===== src/verilog/rsa_pkg.sv =====
package rsa_pkg;

    // Operand geometry
    localparam int KEY_BITS  = 256;
    localparam int KEY_BYTES = KEY_BITS / 8;

    typedef logic [KEY_BITS-1:0] key_t;
    typedef logic [7:0]          byte_t;
    typedef logic [4:0]          avm_addr_t;
    typedef logic [31:0]         avm_data_t;
    typedef logic [5:0]          byte_cnt_t;
    // Counts 0 to KEY_BITS inclusive
    typedef logic [8:0]          bit_cnt_t;

    // Peripheral register map, word addresses
    localparam avm_addr_t RX_BASE     = 5'd0;
    localparam avm_addr_t TX_BASE     = 5'd4;
    localparam avm_addr_t STATUS_BASE = 5'd8;

    // Status register bits
    localparam int TX_OK_BIT = 6;
    localparam int RX_OK_BIT = 7;

endpackage


===== src/verilog/rsa_if.sv =====


// Conversion into the Montgomery domain
interface prescale_if;
    import rsa_pkg::*;

    logic req;
    logic ack;
    key_t a;
    key_t n;
    key_t scaled;

    modport requester (output req, output a, output n, input ack, input scaled);
    modport responder (input req, input a, input n, output ack, output scaled);
endinterface



===== src/verilog/mod_prescale.sv =====
`timescale 1ns/1ps

module mod_prescale (
    input logic           avm_clk,
    input logic           avm_rst,
    prescale_if.responder pif
);
    import rsa_pkg::*;

    typedef enum logic [1:0] {IDLE, RUN, DONE} state_t;

    state_t            state;
    bit_cnt_t          cnt;
    key_t              r;
    key_t              scaled_r;
    logic [KEY_BITS:0] dbl;
    logic [KEY_BITS:0] dbl_red;

    // Doubling of a value below n needs at most one subtraction
    assign dbl     = {r, 1'b0};
    assign dbl_red = (dbl >= {1'b0, pif.n}) ? dbl - {1'b0, pif.n} : dbl;

    assign pif.ack    = (state == DONE);
    assign pif.scaled = scaled_r;

    always_ff @(posedge avm_clk or posedge avm_rst) begin
        if (avm_rst) begin
            state <= IDLE;
            cnt   <= '0;
        end else begin
            case (state)
                IDLE: begin
                    if (pif.req) begin
                        state <= RUN;
                        cnt   <= '0;
                    end
                end
                RUN: begin
                    if (cnt == bit_cnt_t'(KEY_BITS)) begin
                        state <= DONE;
                    end
                    cnt <= cnt + 1'b1;
                end
                DONE: begin
                    if (!pif.req) begin
                        state <= IDLE;
                    end
                end
                default: state <= IDLE;
            endcase
        end
    end

    always_ff @(posedge avm_clk) begin
        if (state == IDLE && pif.req) begin
            r <= pif.a;
        end else if (state == RUN) begin
            if (cnt == bit_cnt_t'(KEY_BITS)) begin
                scaled_r <= r;
            end else begin
                r <= dbl_red[KEY_BITS-1:0];
            end
        end
    end

    assert property (@(posedge avm_clk) disable iff (avm_rst)
        pif.req && !pif.ack |=> pif.req)
        else $error("mod_prescale req dropped before ack");

endmodule


===== src/flat_wrapper.sv =====
// flat-port wrapper written by rule: the top's interface ports become plain ports
module mod_prescale_flat import rsa_pkg::*;
  (avm_clk, avm_rst, pif_req, pif_a, pif_n, pif_ack, pif_scaled);
  prescale_if pif_i ();
  input logic avm_clk;
  input logic avm_rst;
  input wire logic [$bits(pif_i.req)-1:0] pif_req;
  input wire logic [$bits(pif_i.a)-1:0] pif_a;
  input wire logic [$bits(pif_i.n)-1:0] pif_n;
  output wire logic [$bits(pif_i.ack)-1:0] pif_ack;
  output wire logic [$bits(pif_i.scaled)-1:0] pif_scaled;
  assign pif_i.req = pif_req;
  assign pif_i.a = pif_a;
  assign pif_i.n = pif_n;
  assign pif_ack = pif_i.ack;
  assign pif_scaled = pif_i.scaled;
  mod_prescale u_core (.avm_clk(avm_clk), .avm_rst(avm_rst), .pif(pif_i));
endmodule

===== config.mk =====
export PLATFORM = sky130hd
export DESIGN_NAME = mod_prescale_flat
export DESIGN_NICKNAME = d
export VERILOG_FILES = /design/src/verilog/rsa_pkg.sv /design/src/verilog/rsa_if.sv /design/src/verilog/mod_prescale.sv /design/src/flat_wrapper.sv
export SDC_FILE = /design/constraint.sdc
export NUM_CORES = 2
export LEC_CHECK = 0
export BUFFER_PORTS_ARGS = -buffer_cell sky130_fd_sc_hd__buf_2
export CORE_AREA = 2 2 303 305
export CTS_CLUSTER_SIZE = 20
export DETAILED_ROUTE_END_ITERATION = 12
export DIE_AREA = 0 0 305 307
export PLACE_DENSITY_LB_ADDON = 0.08
export SLEW_MARGIN = 0
export SYNTH_ARGS = -nofsm -noshare
export SYNTH_HDL_FRONTEND = slang
export SYNTH_SLANG_ARGS = --single-unit
export TNS_END_PERCENT = 100

===== constraint.sdc =====
create_clock -name avm_clk -period 44.3 [get_ports avm_clk]
set_input_delay 8.86 -clock avm_clk [delete_from_list [all_inputs] [get_ports avm_clk]]
set_output_delay 8.86 -clock avm_clk [all_outputs]
set_load 0.02 [all_outputs]

== Word level (Yosys, flattened, before mapping) ==
Index checks and enable logic that the tools add are counted.

* RAM bits: 0
* Bits in read-only memories: 0
* Bits in registers: 523
* Memories kept: 0
* Bits in latches: 0
* Input port bits: 515

* Reductions and logical operators: 8
* Muxes and demuxes: 10
* Multipliers: 0
* Shifts and indexed selects: 0
* Equal/unequal tests: 7
* Add/subtract/negate cells: 2
* Bitwise logic cells: 1
* $lt $le $gt $ge: 1
* Div/mod/pow operators: 0

{| class="wikitable"
|+ Operators with widths
! operator !! number
|-
| $mux W256 || 4
|-
| $ge A257 B256 Y1 || 1
|-
| $sub A256 B256 Y256 || 1
|-
| $pmux W9 S2 || 1
|-
| $add A9 B1 Y9 const B || 1
|-
| $eq A9 B9 Y1 const B || 1
|-
| $mux W9 || 1
|-
| $mux W2 || 3
|-
| $ne A2 B2 Y1 const B || 3
|-
| $pmux W2 S3 || 1
|-
| $reduce_and A3 Y1 || 2
|-
| $reduce_and A2 Y1 || 2
|-
| $reduce_bool A2 Y1 || 2
|-
| $eq A2 B1 Y1 const B || 1
|-
| $eq A2 B2 Y1 const B || 1
|-
| $logic_not A2 Y1 || 1
|-
| $ne A2 B1 Y1 const B || 1
|-
| $logic_and A1 B1 Y1 || 1
|-
| $not A1 Y1 || 1
|}

== Longest topological paths before layout ==
* Depth after elaboration: 5
* Mapped depth: 19

== Least setup slack after synthesis ==
OpenSTA, ideal clock, no wires.

* Kind: in2reg
* Start point: in pif_req
* End point: reg u_core.r[0], enable pin
* Path slack: 22.004 ns
* Stages on the path: 2
* Data required time: 43.342 ns
* Data arrival time: 21.337 ns
* Path through: o21bai_1 > a21oi_1

* Word-level cells in the longest chain between the ends: 3
* Elaborated cells on any way between the ends: 4
* Those cells by class: eq/ne: 1; reduce/logical: 3

{| class="wikitable"
|+ RTL lines
! element !! line !! source
|-
| from (decl) || flat_wrapper.sv:7 || <nowiki>input wire logic [$bits(pif_i.req)-1:0] pif_req;</nowiki>
|-
| $logic_and A1 B1 Y1 * || mod_prescale.sv:55 || <nowiki>if (state == IDLE && pif.req) begin</nowiki>
|-
| $ne A2 B1 Y1 (no line) or $reduce_bool A2 Y1 (tied branches) || n/a ||
|-
| $reduce_and A2 Y1 (no line) * || n/a ||
|-
| to (signal assigned) || mod_prescale.sv:56 || <nowiki>r <= pif.a;</nowiki>
|-
| to (signal assigned) || mod_prescale.sv:61 || <nowiki>r <= dbl_red[KEY_BITS-1:0];</nowiki>
|-
| to (decl) || mod_prescale.sv:14 || <nowiki>key_t r;</nowiki>
|}

Mark *: on every way between the ends. The rest lies on a longest branch, timed or not.
A chain may end at the register's enable or synchronous reset.

== Worst setup path after layout ==
* Start point: in pif_n[1]
* End point: reg u_core.r[123], data pin

* Word-level cells in the longest chain between the ends: 5
* Elaborated cells on any way between the ends: 6
* Those cells by class: add/sub: 1; order compare: 1; mux: 4

{| class="wikitable"
|+ RTL lines
! element !! line !! source
|-
| from (decl) || flat_wrapper.sv:9 || <nowiki>input wire logic [$bits(pif_i.n)-1:0] pif_n;</nowiki>
|-
| $sub A256 B256 Y256 or $ge A257 B256 Y1 (tied branches) || mod_prescale.sv:21 || <nowiki>assign dbl_red = (dbl >= {1'b0, pif.n}) ? dbl - {1'b0, pif.n} : dbl;</nowiki>
|-
| $mux W256 * || mod_prescale.sv:21 ||
|-
| $mux W256 * || mod_prescale.sv:58 || <nowiki>if (cnt == bit_cnt_t'(KEY_BITS)) begin</nowiki>
|-
| $mux W256 * || mod_prescale.sv:57 || <nowiki>end else if (state == RUN) begin</nowiki>
|-
| $mux W256 * || mod_prescale.sv:55 ||
|}

Mark *: on every way between the ends. The rest lies on a longest branch, timed or not. The select of a mux whose other input is x is not followed.

==> impl_results.md <==
- Post-synth EDFFs: between 500 and 600
- Vias after detailed routing: between 40000 and 50000
- Fin. Hold Viols: 0
- Die H: roughly 300 um
- Setup ws final: about 30 ns
- Total chip power: ~0.004 W
- Setup TNS: 0 ns
- Crit path kind: primary input to flip-flop
- Filler cells: slightly below 9000
- Clk_lat worst skew: between 0.6 and 0.7 ns
- Post-synth top area share: between 30% and 40%
- HPWL after DPL: 146 mm
- Switch Pwr: between 0.0015 and 0.002 W
- Most common cell in the synthesized netlist: a21oi_1
- Final Non-Filler Cells: 6886
- PortBufs: 771
- I/O pin count: 772
- Clock power share: a little over an eighth
- Hold WS: between 0.4 and 0.5 ns
- Clock Skew: between 0.02 and 0.025 ns
- Ys flop type: edfxtp_1
- Rows: between 100 and 150
- RSZ-0062 raised after global routing: false
- Yosys warning count: 0
- Hold Path Depth: 0
- Worst Path Arrival: about 15 ns
- Slew HR: between 10% and 20%
- Synth area leaders: edfxtp_1 37%, a21oi_1 8.9%, ha_1 7.8%, o21ai_0 5.6%, nand2_1 5.6%
- Syn Inst Count: just over 5000
- Die area: 93600 sq um
- Drt total wl: approximately 180 mm
- DRC Markers: 0
- Fmax: 0.0705 GHz
- Commonest cells post-synth: 735 x a21oi_1, 614 x nand2_1, 512 x edfxtp_1
- Async SR Flop Fraction: ~2.1%
- Detailed Routing Iterations Pass 1: 6
- Total congestion overflow: 0
- Hold_buf cts: 0
- FF-to-FF Start: u_core.r[0]$_DFFE_PP_
- Setup crit end kind: flip-flop
- Sequential area share after synthesis: a little under two fifths
- Reg area: 15700 sq um
- Average size of a mapped cell: roughly 8.2 sq um
- FF-to-FF path depth: 16
- H-tree depth: 2
- Largest area contributor in the netlist: edfxtp_1
- Switching share of power: about half
- Leakage: ~20 nW
- Outcome: finished clean
- Die X: between 300 and 400 um
- Critical-path top delay cell: buf_4
- Wire per inst: around 26 um
- Initial antenna violation count: 29
- FF-to-FF setup slack: 37.98 ns
- Measured slew at the worst slew-check pin: 1.31 ns
- CP Launch Type: primary input
- GP Congestion: 1.05
- First-pass GRT wire length: 259 mm
- Placed cell count: 6768
- Core area: between 90000 and 100000 sq um
- Crit path cell chain: buf_2 -> inv_1 -> ha_1 -> nor2b_1 -> o31a_1 -> o21a_1 -> o2111ai_1 -> a31oi_1 -> o21ai_1 -> o211a_2 -> a21oi_2 -> a21oi_2 -> o41a_2 -> buf_4 -> buf_4 -> nor2_1 -> a221oi_1 -> a21oi_1
- Min-Delay Path Class: flip-flop to flip-flop
- Clock root buffer: clkbuf_16
- Layout Nets: roughly 6400
- Antenna-violating nets left: 0
- Pre-CTS WS: roughly 30 ns
- Synth cell types: 95
- Area of the multi-input gates: about 23000 sq um
- Required time of the worst setup path: approximately 45 ns
- PwrDens: between 80 and 90 nW/um^2
- Max Root-Sink Buffers: 3
- CTS Buf Count: 56
- Area Overhead vs Synth: 15.9%
- FF-to-FF End: u_core.r[123]$_DFFE_PP_
- Hold Path Sink: u_core.pif.scaled[106]$_DFFE_PP_
- Max IR drop VDD: about 0.000054 V
- # Post-CTS Setup Buffers: 0
- Slowest stage delay, CP: ~0.73 ns
- Net count after synthesis: 5817
- Total GRT Usage: 36.7%
- Starting Density: 45.6%
- Vias in the first global route: approximately 41000
- Layout cell share with drive strength beyond 1: about 17%
- CTS Sinks: ~520
- Sequential power share: around 25%
- Clk pin slew, worst setup/hold paths: around 0.07 ns
- Vias per cell: between 6 and 7
- CP startpoint: pif_n[1]
- Largest net degree at the start of global routing: roughly 240
- DRT iter0 DRCs: between 4000 and 5000
- P_int: 0.00199 W
- Logic pwr share: just over 60%
- Max Cap Viol: 0
- Crit share post-route: ~32%
- Post-synthesis register bit count: about 520
- Pins Over Slew Limit: 0
- Hold_sp: u_core.r[106]$_DFFE_PP_
- Maximum fanout along the worst path: 57
- Final min period: ~14 ns
- Mapped Area: about 41000 sq um
- Setup violators final: 0
- TritonCTS clock tree: done
- PostCTS Resize Cnt: 0
metrics by stage:
stage	cell area, sq um	util [%]
CTS	47900	52.8
finish	47900	52.9
floorplan	41400	-
global placement	45900	50.6
detailed placement	45900	50.6
global route	47900	52.8
layout by cell type (no fill, tap or decap), types with 35 or more instances in the layout:
cell type / netlist / layout
nand4_1: 151 / 151
nor3_1: 81 / 81
nand2_1: 614 / 613
ha_1: 258 / 258
xnor2_1: 157 / 157
xor2_1: 76 / 76
inv_1: 354 / 354
o21a_1: 54 / 54
buf_2: 44 / 771
o21ai_0: 466 / 466
a21oi_1: 735 / 734
o21bai_1: 99 / 99
nand3_1: 60 / 60
a21boi_0: 35 / 35
clkbuf_16: 0 / 57
a21o_1: 119 / 119
nor2_1: 504 / 503
a31oi_1: 56 / 56
edfxtp_1: 512 / 512
cells by family after synthesis:
group / after synthesis / share of synthesized area, %
and+or+nand+nor: 1612 / 17.4
xor gates and xnor gates: 233 / 4.93
AOI/OAI and AO/OA: 1793 / 25.9
muxes: 8 / 0.206
buffers and inverters: 615 / 5.79
DFF: 523 / 37.8
adders and majority gates: 259 / 7.85
routing by layer:
metal,vias to the layer above,track usage [%],wire [um]
met5,-,0,187
met1,20300,47.5,72900
met4,30,14.4,7900
met3,356,8.20,16300
met2,2007,59.7,81100
li1,19500,-,-
power groups by stage:
stage	combinational (W)	sequential, W	clock [W]
floorplan	0.00169	0.000925	0
global placement	0.00237	0.000976	0
detailed placement	0.00237	0.000977	0
CTS	0.00239	0.000968	0.000530
global route	0.00267	0.000985	0.000547
finish	0.00245	0.000974	0.000526
registers in the layout (all words and copies together), names as in the netlist:
signal             flops
u_core.pif.scaled    256
u_core.r             256
u_core.cnt             9
u_core.state           2
cell type report:
| type | instances | share of cell area, % |
|---|---|---|
| Antenna cell | 12 | 0.0626 |
| Clock inverter | 36 | 1.03 |
| Sequential cell | 523 | 32.6 |
| Multi-Input combinational cell | 3905 | 48.7 |
| Tap cell | 1186 | 3.10 |
| Inverter | 354 | 2.77 |
| Clock buffer | 70 | 3.14 |
| Timing Repair Buffer | 800 | 8.56 |
how the worst max path moves through the flow:
stage / cells after the start / slack (ns) / to
2_1_floorplan: 2 / 22.00 / u_core.r[0]$_DFFE_PP_
4_1_cts: 18 / 30.30 / u_core.r[123]$_DFFE_PP_
3_3_place_gp: 18 / 29.71 / u_core.r[123]$_DFFE_PP_
5_1_grt: 18 / 29.99 / u_core.r[175]$_DFFE_PP_
6_report: 18 / 30.12 / u_core.r[123]$_DFFE_PP_
3_5_place_dp: 18 / 29.60 / u_core.r[123]$_DFFE_PP_
critical path, delay by kind of cell:
kind | cells | cell delay [ns]
buffers and inverters | 4 | 1.51
adders and majority gates | 1 | 0.31
and+or+nand+nor | 2 | 0.24
AOI/OAI and AO/OA | 11 | 3.55
Power figures use the tool's default switching activity.
